## src/hdl/rv_pkg.sv

```systemverilog
package rv_pkg;

    localparam int xlen = 32;

    // major opcodes of the supported subset.
    typedef enum logic [6:0] {
        op_imm = 7'b0010011,
        op     = 7'b0110011,
        lui    = 7'b0110111,
        auipc  = 7'b0010111,
        jal    = 7'b1101111,
        branch = 7'b1100011,
        system = 7'b1110011
    } opcode_t;

    typedef enum logic [2:0] {
        type_r,
        type_i,
        type_s,
        type_b,
        type_u,
        type_j
    } inst_type_t;

    typedef enum logic [2:0] {
        alu_add,
        alu_sub,
        alu_xor,
        alu_or,
        alu_and,
        alu_slt
    } alu_op_t;

    localparam logic [2:0] f3_add    = 3'b000;
    localparam logic [2:0] f3_xor    = 3'b100;
    localparam logic [2:0] f3_or     = 3'b110;
    localparam logic [2:0] f3_and    = 3'b111;
    localparam logic [2:0] f3_slt    = 3'b010;
    localparam logic [2:0] f3_beq    = 3'b000;
    localparam logic [2:0] f3_bne    = 3'b001;
    localparam logic [2:0] f3_csrrw  = 3'b001;
    localparam logic [2:0] f3_csrrs  = 3'b010;
    localparam logic [2:0] f3_csrrwi = 3'b101;
    localparam logic [2:0] f3_priv   = 3'b000; // ecall and mret.

    localparam logic [11:0] csr_mtvec  = 12'h305;
    localparam logic [11:0] csr_mepc   = 12'h341;
    localparam logic [11:0] csr_mcause = 12'h342;

    localparam logic [xlen-1:0] cause_ecall = 32'd11; // ecall from m-mode.

    localparam logic [31:0] inst_ecall = 32'h0000_0073;
    localparam logic [31:0] inst_mret  = 32'h3020_0073;

endpackage
```

## src/hdl/rv_core.sv

```systemverilog
`timescale 1ns/1ps

module rv_core #(
    parameter logic [rv_pkg::xlen-1:0] reset_pc = '0
) (
    input  logic                    clk,
    input  logic                    rst,
    output logic [rv_pkg::xlen-1:0] inst_addr,
    input  logic [rv_pkg::xlen-1:0] inst_data,
    output logic                    commit,
    output logic [rv_pkg::xlen-1:0] commit_pc,
    output logic [4:0]              commit_rd,
    output logic [rv_pkg::xlen-1:0] commit_data,
    output logic                    commit_we
);

    import rv_pkg::*;

    logic            inst_valid;
    logic            inst_ready;
    logic [xlen-1:0] inst;
    logic [xlen-1:0] fetch_pc;

    logic            dec_valid;
    logic            dec_ready;
    opcode_t         opcode;
    logic [2:0]      funct3;
    logic [6:0]      funct7;
    inst_type_t      inst_type;
    logic [xlen-1:0] imm;
    logic [xlen-1:0] src1;
    logic [xlen-1:0] src2;
    logic [4:0]      rd;
    logic [xlen-1:0] dec_pc;
    logic [xlen-1:0] csr_r;
    logic [xlen-1:0] mtvec;
    logic [xlen-1:0] mepc;

    // write-back from execute.
    logic [xlen-1:0] srd;
    logic            gpr_w_en;
    logic [xlen-1:0] csr_wdata;
    logic            csr_w_en;
    logic            is_intr;
    logic [xlen-1:0] intr_code;
    logic            redirect;
    logic [xlen-1:0] next_pc;

    ifu #(
        .reset_pc(reset_pc)
    ) ifu_inst (
        .clk       (clk),
        .rst       (rst),
        .redirect  (redirect),
        .next_pc   (next_pc),
        .inst_addr (inst_addr),
        .inst_data (inst_data),
        .inst_valid(inst_valid),
        .inst_ready(inst_ready),
        .inst      (inst),
        .pc        (fetch_pc)
    );

    idu idu_inst (
        .clk       (clk),
        .rst       (rst),
        .inst_valid(inst_valid),
        .inst_ready(inst_ready),
        .dec_valid (dec_valid),
        .dec_ready (dec_ready),
        .inst      (inst),
        .pc        (fetch_pc),
        .opcode    (opcode),
        .funct3    (funct3),
        .funct7    (funct7),
        .inst_type (inst_type),
        .imm       (imm),
        .src1      (src1),
        .src2      (src2),
        .rd        (rd),
        .dec_pc    (dec_pc),
        .csr_r     (csr_r),
        .mtvec     (mtvec),
        .mepc      (mepc),
        .srd       (srd),
        .gpr_w_en  (gpr_w_en),
        .csr_wdata (csr_wdata),
        .csr_w_en  (csr_w_en),
        .is_intr   (is_intr),
        .intr_code (intr_code)
    );

    exu exu_inst (
        .clk        (clk),
        .rst        (rst),
        .dec_valid  (dec_valid),
        .dec_ready  (dec_ready),
        .opcode     (opcode),
        .funct3     (funct3),
        .funct7     (funct7),
        .inst_type  (inst_type),
        .imm        (imm),
        .src1       (src1),
        .src2       (src2),
        .rd         (rd),
        .pc         (dec_pc),
        .csr_r      (csr_r),
        .mtvec      (mtvec),
        .mepc       (mepc),
        .srd        (srd),
        .gpr_w_en   (gpr_w_en),
        .csr_wdata  (csr_wdata),
        .csr_w_en   (csr_w_en),
        .is_intr    (is_intr),
        .intr_code  (intr_code),
        .redirect   (redirect),
        .next_pc    (next_pc),
        .commit     (commit),
        .commit_pc  (commit_pc),
        .commit_rd  (commit_rd),
        .commit_data(commit_data),
        .commit_we  (commit_we)
    );

endmodule

```

## src/hdl/exu.sv

```systemverilog
`timescale 1ns/1ps

module exu (
    input  logic                    clk,
    input  logic                    rst,
    input  logic                    dec_valid,
    output logic                    dec_ready,
    input  rv_pkg::opcode_t         opcode,
    input  logic [2:0]              funct3,
    input  logic [6:0]              funct7,
    input  rv_pkg::inst_type_t      inst_type,
    input  logic [rv_pkg::xlen-1:0] imm,
    input  logic [rv_pkg::xlen-1:0] src1,
    input  logic [rv_pkg::xlen-1:0] src2,
    input  logic [4:0]              rd,
    input  logic [rv_pkg::xlen-1:0] pc,
    input  logic [rv_pkg::xlen-1:0] csr_r,
    input  logic [rv_pkg::xlen-1:0] mtvec,
    input  logic [rv_pkg::xlen-1:0] mepc,
    output logic [rv_pkg::xlen-1:0] srd,
    output logic                    gpr_w_en,
    output logic [rv_pkg::xlen-1:0] csr_wdata,
    output logic                    csr_w_en,
    output logic                    is_intr,
    output logic [rv_pkg::xlen-1:0] intr_code,
    output logic                    redirect,
    output logic [rv_pkg::xlen-1:0] next_pc,
    output logic                    commit,
    output logic [rv_pkg::xlen-1:0] commit_pc,
    output logic [4:0]              commit_rd,
    output logic [rv_pkg::xlen-1:0] commit_data,
    output logic                    commit_we
);

    import rv_pkg::*;

    alu_op_t         alu_op;
    logic [xlen-1:0] opb;
    logic [xlen-1:0] alu_res;
    logic [xlen-1:0] result;
    logic [xlen-1:0] target;
    logic [xlen-1:0] pc_plus4;
    logic [xlen-1:0] npc;
    logic            taken;
    logic            writes_rd;
    logic            csr_we;
    logic            trap;
    logic            accept;

    assign dec_ready = 1'b1; // single-cycle execute that never stalls.
    assign accept    = dec_valid && dec_ready;
    assign opb       = (inst_type == type_r) ? src2 : imm;
    assign pc_plus4  = pc + xlen'(4);
    assign target    = pc + imm;

    always_comb begin
        case (funct3)
            f3_add:  alu_op = (inst_type == type_r && funct7[5]) ? alu_sub : alu_add;
            f3_xor:  alu_op = alu_xor;
            f3_or:   alu_op = alu_or;
            f3_and:  alu_op = alu_and;
            f3_slt:  alu_op = alu_slt;
            default: alu_op = alu_add;
        endcase
    end

    always_comb begin
        case (alu_op)
            alu_sub: alu_res = src1 - opb;
            alu_xor: alu_res = src1 ^ opb;
            alu_or:  alu_res = src1 | opb;
            alu_and: alu_res = src1 & opb;
            alu_slt: alu_res = {{(xlen-1){1'b0}}, $signed(src1) < $signed(opb)};
            default: alu_res = src1 + opb;
        endcase
    end

    assign taken = (funct3 == f3_beq) ? (src1 == src2) :
                   (funct3 == f3_bne) ? (src1 != src2) : 1'b0;

    always_comb begin
        result    = alu_res;
        writes_rd = 1'b0;
        csr_we    = 1'b0;
        csr_wdata = '0;
        trap      = 1'b0;
        npc       = pc_plus4;
        case (opcode)
            op_imm, op: writes_rd = 1'b1;
            lui: begin
                result    = imm;
                writes_rd = 1'b1;
            end
            auipc: begin
                result    = target;
                writes_rd = 1'b1;
            end
            jal: begin
                result    = pc_plus4; // link value.
                writes_rd = 1'b1;
                npc       = target;
            end
            branch: if (taken) npc = target;
            system: begin
                if (funct3 == f3_priv) begin
                    if (imm[11:0] == inst_mret[31:20]) begin
                        npc = mepc;
                    end else if (imm[11:0] == inst_ecall[31:20]) begin
                        trap = 1'b1;
                        npc  = mtvec;
                    end
                end else begin
                    result    = csr_r; // rd gets the old value.
                    writes_rd = 1'b1;
                    csr_we    = 1'b1;
                    case (funct3)
                        f3_csrrw:  csr_wdata = src1;
                        f3_csrrs:  csr_wdata = csr_r | src1;
                        f3_csrrwi: csr_wdata = imm;
                        default: begin
                            writes_rd = 1'b0;
                            csr_we    = 1'b0;
                        end
                    endcase
                end
            end
            default: ;
        endcase
    end

    assign srd       = result;
    assign gpr_w_en  = accept && writes_rd && (rd != 5'd0);
    assign csr_w_en  = accept && csr_we;
    assign is_intr   = accept && trap;
    assign intr_code = cause_ecall;
    assign redirect  = accept;
    assign next_pc   = npc;

    assign commit      = accept;
    assign commit_pc   = pc;
    assign commit_rd   = rd;
    assign commit_data = result;
    assign commit_we   = writes_rd && (rd != 5'd0);

    // targets stay word aligned because a misaligned fetch does not trap.
    assert property (@(posedge clk) disable iff (rst) redirect |-> next_pc[1:0] == 2'b00);

endmodule

```

## src/hdl/ifu.sv

```systemverilog
`timescale 1ns/1ps

module ifu #(
    parameter logic [rv_pkg::xlen-1:0] reset_pc = '0
) (
    input  logic                    clk,
    input  logic                    rst,
    input  logic                    redirect,
    input  logic [rv_pkg::xlen-1:0] next_pc,
    output logic [rv_pkg::xlen-1:0] inst_addr,
    input  logic [rv_pkg::xlen-1:0] inst_data,
    output logic                    inst_valid,
    input  logic                    inst_ready,
    output logic [rv_pkg::xlen-1:0] inst,
    output logic [rv_pkg::xlen-1:0] pc
);

    logic fetching; // pc is on inst_addr and the word arrives this cycle.

    assign inst_addr = pc;

    always_ff @(posedge clk) begin
        if (rst) begin
            pc         <= reset_pc;
            fetching   <= 1'b1;
            inst_valid <= 1'b0;
        end else if (redirect) begin
            pc         <= next_pc;
            fetching   <= 1'b1;
            inst_valid <= 1'b0;
        end else if (fetching) begin
            fetching   <= 1'b0;
            inst_valid <= 1'b1;
        end else if (inst_valid && inst_ready) begin
            inst_valid <= 1'b0;
        end
    end

    always_ff @(posedge clk) begin
        if (fetching && !redirect) inst <= inst_data;
    end

    // the word must not change under a pending handshake.
    assert property (@(posedge clk) disable iff (rst)
        inst_valid && !inst_ready |=> $stable(inst) && $stable(pc));

endmodule

```

## src/hdl/idu.sv

```systemverilog
`timescale 1ns/1ps

module idu (
    input  logic                       clk,
    input  logic                       rst,
    input  logic                       inst_valid,
    output logic                       inst_ready,
    output logic                       dec_valid,
    input  logic                       dec_ready,
    input  logic [rv_pkg::xlen-1:0]    inst,
    input  logic [rv_pkg::xlen-1:0]    pc,
    output rv_pkg::opcode_t            opcode,
    output logic [2:0]                 funct3,
    output logic [6:0]                 funct7,
    output rv_pkg::inst_type_t         inst_type,
    output logic [rv_pkg::xlen-1:0]    imm,
    output logic [rv_pkg::xlen-1:0]    src1,
    output logic [rv_pkg::xlen-1:0]    src2,
    output logic [4:0]                 rd,
    output logic [rv_pkg::xlen-1:0]    dec_pc,
    output logic [rv_pkg::xlen-1:0]    csr_r,
    output logic [rv_pkg::xlen-1:0]    mtvec,
    output logic [rv_pkg::xlen-1:0]    mepc,
    input  logic [rv_pkg::xlen-1:0]    srd,
    input  logic                       gpr_w_en,
    input  logic [rv_pkg::xlen-1:0]    csr_wdata,
    input  logic                       csr_w_en,
    input  logic                       is_intr,
    input  logic [rv_pkg::xlen-1:0]    intr_code
);

    import rv_pkg::*;

    logic [xlen-1:0] inst_q;

    // one instruction in flight until execute takes it.
    always_ff @(posedge clk) begin
        if (rst) inst_ready <= 1'b1;
        else if (inst_ready && inst_valid) inst_ready <= 1'b0;
        else if (dec_ready && dec_valid) inst_ready <= 1'b1;
    end

    always_ff @(posedge clk) begin
        if (rst) dec_valid <= 1'b0;
        else if (dec_ready && dec_valid) dec_valid <= 1'b0;
        else if (inst_ready && inst_valid) dec_valid <= 1'b1;
    end

    always_ff @(posedge clk) begin
        if (inst_ready && inst_valid) begin
            inst_q <= inst;
            dec_pc <= pc;
        end
    end

    idu_core idu_core_inst (
        .clk      (clk),
        .rst      (rst),
        .inst     (inst_q),
        .pc       (dec_pc),
        .opcode   (opcode),
        .funct3   (funct3),
        .funct7   (funct7),
        .inst_type(inst_type),
        .imm      (imm),
        .src1     (src1),
        .src2     (src2),
        .rd       (rd),
        .csr_r    (csr_r),
        .mtvec    (mtvec),
        .mepc     (mepc),
        .srd      (srd),
        .gpr_w_en (gpr_w_en),
        .csr_wdata(csr_wdata),
        .csr_w_en (csr_w_en),
        .is_intr  (is_intr),
        .intr_code(intr_code)
    );

    // write-back from execute only arrives in its accept cycle.
    assert property (@(posedge clk) disable iff (rst)
        (gpr_w_en || csr_w_en || is_intr) |-> dec_valid && dec_ready);

endmodule

```

## src/hdl/idu_core.sv

```systemverilog
`timescale 1ns/1ps

module idu_core (
    input  logic                    clk,
    input  logic                    rst,
    input  logic [rv_pkg::xlen-1:0] inst,
    input  logic [rv_pkg::xlen-1:0] pc,
    output rv_pkg::opcode_t         opcode,
    output logic [2:0]              funct3,
    output logic [6:0]              funct7,
    output rv_pkg::inst_type_t      inst_type,
    output logic [rv_pkg::xlen-1:0] imm,
    output logic [rv_pkg::xlen-1:0] src1,
    output logic [rv_pkg::xlen-1:0] src2,
    output logic [4:0]              rd,
    output logic [rv_pkg::xlen-1:0] csr_r,
    output logic [rv_pkg::xlen-1:0] mtvec,
    output logic [rv_pkg::xlen-1:0] mepc,
    input  logic [rv_pkg::xlen-1:0] srd,
    input  logic                    gpr_w_en,
    input  logic [rv_pkg::xlen-1:0] csr_wdata,
    input  logic                    csr_w_en,
    input  logic                    is_intr,
    input  logic [rv_pkg::xlen-1:0] intr_code
);

    import rv_pkg::*;

    logic [4:0] rs1;
    logic [4:0] rs2;
    logic       is_csri;

    assign opcode = opcode_t'(inst[6:0]);
    assign funct3 = inst[14:12];
    assign funct7 = inst[31:25];
    assign rd     = inst[11:7];
    assign rs1    = inst[19:15];
    assign rs2    = inst[24:20];

    assign is_csri = (opcode == system) && (funct3 == f3_csrrwi);

    always_comb begin
        case (opcode)
            op:         inst_type = type_r;
            lui, auipc: inst_type = type_u;
            jal:        inst_type = type_j;
            branch:     inst_type = type_b;
            default:    inst_type = type_i; // op_imm and system.
        endcase
    end

    always_comb begin
        case (inst_type)
            type_i:  imm = {{20{inst[31]}}, inst[31:20]};
            type_b:  imm = {{19{inst[31]}}, inst[31], inst[7], inst[30:25], inst[11:8], 1'b0};
            type_u:  imm = {inst[31:12], 12'b0};
            type_j:  imm = {{11{inst[31]}}, inst[31], inst[19:12], inst[20], inst[30:21], 1'b0};
            default: imm = '0;
        endcase
        if (is_csri) imm = {27'b0, rs1}; // zimm sits in the rs1 field.
    end

    gpr_file gpr_file_inst (
        .clk   (clk),
        .rst   (rst),
        .raddr1(rs1),
        .raddr2(rs2),
        .rdata1(src1),
        .rdata2(src2),
        .we    (gpr_w_en),
        .waddr (rd),
        .wdata (srd)
    );

    // csr address is the i-type field for csrrwi too.
    csr_file csr_file_inst (
        .clk       (clk),
        .rst       (rst),
        .addr      (inst[31:20]),
        .rdata     (csr_r),
        .we        (csr_w_en),
        .wdata     (csr_wdata),
        .trap      (is_intr),
        .trap_pc   (pc),
        .trap_cause(intr_code),
        .mtvec     (mtvec),
        .mepc      (mepc)
    );

endmodule

```

## src/hdl/csr_file.sv

```systemverilog
`timescale 1ns/1ps

module csr_file (
    input  logic                    clk,
    input  logic                    rst,
    input  logic [11:0]             addr,
    output logic [rv_pkg::xlen-1:0] rdata,
    input  logic                    we,
    input  logic [rv_pkg::xlen-1:0] wdata,
    input  logic                    trap,
    input  logic [rv_pkg::xlen-1:0] trap_pc,
    input  logic [rv_pkg::xlen-1:0] trap_cause,
    output logic [rv_pkg::xlen-1:0] mtvec,
    output logic [rv_pkg::xlen-1:0] mepc
);

    import rv_pkg::*;

    logic [xlen-1:0] mcause;

    always_ff @(posedge clk) begin
        if (rst) begin
            mtvec  <= '0;
            mepc   <= '0;
            mcause <= '0;
        end else begin
            if (we) begin
                case (addr)
                    csr_mtvec:  mtvec  <= wdata;
                    csr_mepc:   mepc   <= wdata;
                    csr_mcause: mcause <= wdata;
                    default:    ;
                endcase
            end
            // trap update comes last and so wins over a software write.
            if (trap) begin
                mepc   <= trap_pc;
                mcause <= trap_cause;
            end
        end
    end

    always_comb begin
        case (addr)
            csr_mtvec:  rdata = mtvec;
            csr_mepc:   rdata = mepc;
            csr_mcause: rdata = mcause;
            default:    rdata = '0;
        endcase
    end

endmodule

```

## src/hdl/gpr_file.sv

```systemverilog
`timescale 1ns/1ps

module gpr_file (
    input  logic                    clk,
    input  logic                    rst,
    input  logic [4:0]              raddr1,
    input  logic [4:0]              raddr2,
    output logic [rv_pkg::xlen-1:0] rdata1,
    output logic [rv_pkg::xlen-1:0] rdata2,
    input  logic                    we,
    input  logic [4:0]              waddr,
    input  logic [rv_pkg::xlen-1:0] wdata
);

    import rv_pkg::*;

    logic [xlen-1:0] regs [0:31];

    // x0 is cleared by reset and never written, so it reads zero.
    always_ff @(posedge clk) begin
        if (rst) begin
            for (int k = 0; k < 32; k++) begin
                regs[k] <= '0;
            end
        end else if (we && waddr != 5'd0) begin
            regs[waddr] <= wdata;
        end
    end

    assign rdata1 = regs[raddr1];
    assign rdata2 = regs[raddr2];

endmodule

```

## config.mk

```make
export PLATFORM = sky130hd
export DESIGN_NAME = rv_core
export DESIGN_NICKNAME = d
export VERILOG_FILES = /design/src/hdl/rv_pkg.sv /design/src/hdl/rv_core.sv /design/src/hdl/exu.sv /design/src/hdl/ifu.sv /design/src/hdl/idu.sv /design/src/hdl/idu_core.sv /design/src/hdl/csr_file.sv /design/src/hdl/gpr_file.sv
export SDC_FILE = /design/constraint.sdc
export NUM_CORES = 2
export LEC_CHECK = 0
export BUFFER_PORTS_ARGS = -buffer_cell sky130_fd_sc_hd__buf_2
export CAP_MARGIN = 20
export CORE_AREA = 2 2 340 409
export DETAILED_ROUTE_END_ITERATION = 8
export DIE_AREA = 0 0 342 411
export GPL_ROUTABILITY_DRIVEN = 0
export PLACE_DENSITY_LB_ADDON = 0.1
export SLEW_MARGIN = 25
export SYNTH_ARGS = -nofsm -noshare
export SYNTH_HDL_FRONTEND = slang
export SYNTH_SLANG_ARGS = --single-unit
```

## constraint.sdc

```tcl
create_clock -name clk -period 10 [get_ports clk]
set_clock_uncertainty 0.15 [all_clocks]
set_input_delay 2 -clock clk [delete_from_list [all_inputs] [get_ports clk]]
set_output_delay 2 -clock clk [all_outputs]
set_load 0.01 [all_outputs]
```

### Word level (Yosys, flattened, before mapping)

Memory sizes are Yosys's and may differ from the RTL's. A register that Yosys moved wholly into a read port is not among the register bits.
Index checks and enable logic that the tools add are counted.

| storage, ports and cells | value |
|---|---|
| memories kept | 1 |
| word-level logic and storage cells | 130 |
| bits in registers | 228 |
| memory bits (writable) | 1,024 |
| input bits | 34 |
| output and inout port bits | 103 |

| cells by class | value |
|---|---|
| add/subtract/negate cells | 4 |
| bitwise logic cells | 4 |
| magnitude comparators | 1 |
| reduce and logical (&&, ||, !) cells | 30 |
| muxes and demuxes | 50 |
| eq/ne operators | 28 |

Memories:

| memory | depth | bits a word | rd ports | clocked after memory_dff | write ports | RTL line | source |
|---|---|---|---|---|---|---|---|
| idu_inst.idu_core_inst.gpr_file_inst.regs | 32 | 32 | 2 | 2 | 32 | gpr_file.sv:17 | `logic [xlen-1:0] regs [0:31];` |

Operators by type and width:

| operator | number |
|---|---|
| $mux 32 | 13 |
| $pmux 32 s3 | 3 |
| $pmux 32 s4 | 2 |
| $pmux 32 s5 | 1 |
| $add 32x32->32 | 2 |
| $or 32x32->32 | 2 |
| $eq 12x10->1 const B | 4 |
| $add 32x3->32 const B | 1 |
| $and 32x32->32 | 1 |
| $eq 32x32->1 | 1 |
| $lt 32x32->1 | 1 |
| $ne 32x32->1 | 1 |
| $reduce_or 32->1 | 1 |
| $sub 32x32->32 | 1 |
| $xor 32x32->32 | 1 |
| $eq 3x3->1 const B | 8 |
| $mux 1 | 22 |
| $eq 7x7->1 const B | 3 |
| $mux 5 | 3 |
| $pmux 3 s5 | 1 |
| $eq 7x5->1 const B | 2 |
| $eq 7x6->1 const B | 2 |
| $eq 3x2->1 const B | 4 |
| $logic_not 12->1 | 1 |
| other kinds (13) | 36 |

### Depth between registers and ports, before layout

| depth | value |
|---|---|
| depth after elaboration | 14 |
| mapped depth | 25 |
| mapped depth without buffers | 20 |

### Modules after synthesis

A second synthesis with hierarchy kept.

| unflattened totals | value |
|---|---|
| cell total of the unflattened synthesis | 7,342 |
| area, all modules | 77,476.8 um^2 |

Modules (own cells, without submodules):

| module | instances | sequential area each (um^2) | cells an instance | area each (um^2) |
|---|---|---|---|---|
| gpr_file | 1 | 30,749.5 | 4,605 | 55,861.1 |
| exu | 1 | 0.0 | 1,863 | 11,976.5 |
| csr_file | 1 | 1,921.8 | 515 | 4,439.3 |
| ifu | 1 | 1,641.6 | 175 | 2,438.6 |
| idu | 1 | 1,961.9 | 72 | 2,001.9 |
| idu_core | 1 | 0.0 | 112 | 759.5 |

### Worst setup path after synthesis

Ideal clock, no wire load.

| timing | value |
|---|---|
| path kind | register to output |
| from | reg with a tool-made name |
| to | out commit_data[16] (netlist name) |
| buffers on the path | 4 |
| cell stages (with the launch flop) | 22 |
| data required time | 7.850 ns |
| arrival time | 5.300 ns |
| setup slack | 2.550 ns |
| cells stage by stage | dfxtp_1 -> clkbuf_1 -> buf_2 -> buf_1 -> mux4_2 -> a22oi_1 -> nand4_1 -> o21a_1 -> ha_1 -> fa_1 -> a21o_1 -> a21oi_1 -> o21ai_0 -> a2111o_1 -> and3_1 -> o21a_1 -> o21a_1 -> nor3_1 -> nor3_1 -> a2111oi_1 -> clkbuf_1 -> inv_1 |

RTL lines:

| what | RTL line | source |
|---|---|---|
| to (decl) | rv_core.sv:13 | `output logic [rv_pkg::xlen-1:0] commit_data,` |

==> out/metrics.cfg <==
[synthesis]
synth_common_cells = edfxtp_1 (1,120), nor2_1 (1,090), mux2i_1 (558), nand2_1 (521), a21oi_1 (440)
yosysMostFrequentCell = edfxtp_1
synth_cell_types = 97
synth_enable_flop_cells = 1120
muxShareOfSynthArea_pct = 16.2
synth_area_um2 = 71900
synthFlopType = edfxtp_1
synth_top_area_share_pct = 46.8
seq_area_frac_synth_pct = 50.8
synth-adder-area-share_pct = 2.31
synth_compound_area_share_pct = 12.4
synth_xor_area_share_pct = 1.47
avgSynthCellArea_um2 = 11.0
synthSimpleGateAreaFrac_pct = 12.7
ys_seq_elements = 1262
synth_cells = 6525
async_flop_share_pct = 0
synth_top_family_by_area = multiplexers
synth_area_leaders = edfxtp_1 (47%), mux4_2 (8.0%), mux2i_1 (7.8%)
yosys_warnings = 0
synth_top_area_cell = edfxtp_1

[min_path]
hold_depth = 0
hp-class = reg -> reg
hp-start = ifu_inst.inst[7]

[detailed_routing]
dr.pass1.iters = 9
vias_per_cell = 6.91
via_count = 58193
drtIter0Drc = 8791
wl_per_cell_um = 33.4
drcViolationCount = 18
postRouteAntennaNets = 0
wl_um = 281000

[clocking]
cts_tree = done
post-cts-setup-buffer-count = 0
ctsResizeCount = 0
h-tree-depth = 4
cts_buffer_depth = 3
clock_latency_ns = 0.82
clock_sinks = 1262
cts_inserted_buffers = 134
cts_root_buf = clkbuf_16
clkTransAtPathRegs_ns = 0.06
ctsHoldBuffers = 0

[die]
die_h_um = 411
die_x_um = 342
floorplan.initialDensity_pct = 52.5
ios = 137
rows = 149
dieArea_um2 = 141000
coreArea_um2 = 137000

[setup_path]
rr_worst_depth = 18
endpoint_kind = primary output
cp_max_fo = 38
critical_path.cell_chain = buf_12 -> mux4_2 -> a22oi_1 -> nand4_1 -> nand2_1 -> nand2_1 -> ha_1 -> or4_1 -> nor3_1 -> o41a_1 -> nand4b_1 -> a31oi_1 -> a2111o_1 -> a31oi_1 -> a2111oi_2 -> buf_4 -> inv_1 -> buf_2
cp.arrival_ns = 7.61
cp_slowest_stage_delay_ns = 0.83
critPathSlowestCell = dfxtp_4
crit_required_ns = 7.85
start_kind = flip-flop
criticalPathCategory = reg -> out

[final_layout]
final_util_pct = 58.1
final_cell_count_no_fill = 8416
fin_nets = 6661
drive_gt1_share_pct = 15.6
n_fill_cell = 11374
area_delta_synth_final_pct = 10.5
multiInputGateArea_um2 = 33100
fin_area_um2 = 79400
regArea_um2 = 36500

[pwr]
power_per_cell_area_nw_per_um2 = 194
total_power_mw = 15.4
pwr-share-clk_pct = 32.2
internal_power_mw = 9.99
seqPwrFrac_pct = 39.7
sw_frac_of_total_pct = 35.1
p_leak_nw = 30.1
combPwrFrac_pct = 28.1
switching_power_mw = 5.41
peakVddDrop_v = 0.000203

[sta]
period_needed_ns = 9.76
worstMarginPinSlew_ns = 1.21
maxSlewHeadroom_pct = 19.2
finalCritPeriodShare_pct = 97.6
fin_ws_ns = 0.241
final.setup.tns_ns = 0
hold_viol = 0
setup_viol = 0
slew_violations = 0
rsz0062_at_grt = no
whs_ns = 0.266
fmax_mhz = 102

[global_routing]
grt_util_all_layers_pct = 39.4
antenna_found_initial = 7
grt_overflow = 0
grt_first_pass_wirelength_um = 397000
grt_pass1_vias = 55979
grt_max_degree = 65

[placement]
placed_cell_area_um2 = 75100
port-buffer-count = 136
hpwl_um = 190000
detailedPlace.worstSlack_ns = 1.13
place_inst = 8171

[status]
status = finished with violations
violations = design-rule violations

[run]
drv_cap = 0

[logic make-up (layout without fill, tap and decap cells)]
| kind of cell | Yosys count | after routing |
|---|---|---|
| AND/OR/NAND/NOR | 2102 | 2102 |
| AO/OA/AOI/OAI | 1327 | 1327 |
| flip-flops | 1262 | 1262 |
| multiplexers | 837 | 837 |
| buffers and inverters | 744 | 789 |
| adder cells (fa/ha/maj) | 131 | 131 |
| XOR/XNOR | 121 | 121 |
| other | 1 | 35 |
[power by group through the flow]
stage               combinational [mW]  sequential, mW  clock [mW]
global route                      4.50            6.13        5.15
finish                            4.32            6.11        4.96
floorplan                         2.60            6.11           0
global placement                  4.16            6.20           0
CTS                               4.19            6.10        4.96
detailed placement                4.17            6.21           0
[critical path, delay by kind of cell, from the launching register on]
| family | cells | cell delay [ns] |
|---|---|---|
| AOI/OAI and AO/OA | 6 | 2.25 |
| and+or+nand+nor | 6 | 1.83 |
| buffers and inverters | 4 | 0.86 |
| DFF | 1 | 0.83 |
| muxes | 1 | 0.55 |
| adders and majority gates | 1 | 0.39 |
[layout make-up]
type	instances	share of cell area, %
clock buffers	174	4.62
multi-input cells	4550	41.6
well taps	1812	2.85
clock inverters	67	0.750
repair buffers	370	3.37
inverters	178	0.841
diodes	3	0.00945
flip-flops and latches	1262	45.9
[worst paths after layout]
kind	endpoint	slack, ns
worst min-delay path	idu_inst.inst_q[7]	0.27
worst min register to register	idu_inst.inst_q[7]	0.27
worst max-delay path	commit_data[25]	0.24
worst max register to register	flip-flop	2.45
[state kept, by name (all words and copies together), names as in the netlist, named ones only]
signal	cells
idu_inst.idu_core_inst.gpr_file_inst.regs	1024
ifu_inst.inst_valid	1
idu_inst.inst_q	32
ifu_inst.inst	32
idu_inst.dec_valid	1
ifu_inst.fetching	1
idu_inst.idu_core_inst.csr_file_inst.mtvec	32
idu_inst.inst_ready	1
idu_inst.idu_core_inst.csr_file_inst.mcause	32
idu_inst.dec_pc	32
ifu_inst.inst_addr	32
idu_inst.idu_core_inst.csr_file_inst.mepc	32
[metal layers]
layer	part of all wire [%]	wire length [um]	GRT usage (%)
met1	34	96700	48.5
met5	0.041	115	0.137
met4	7.5	21000	24.8
met3	12	34900	10.4
met2	46	128000	61.9
[cell usage in the layout, fill, tap and decap left out, types with 42 or more instances in the layout]
| master | n |
|---|---|
| a211oi_1 | 42 |
| a21o_1 | 64 |
| a21oi_1 | 427 |
| a22oi_1 | 342 |
| buf_2 | 135 |
| buf_4 | 216 |
| clkbuf_16 | 138 |
| dfxtp_1 | 138 |
| edfxtp_1 | 1120 |
| ha_1 | 128 |
| inv_1 | 176 |
| mux2i_1 | 558 |
| mux4_2 | 256 |
| nand2_1 | 510 |
| nand3_1 | 167 |
| nand4_1 | 54 |
| nor2_1 | 1078 |
| o21ai_0 | 115 |
| xnor2_1 | 57 |
| xor2_1 | 64 |
(Power assumes the default switching activity.)
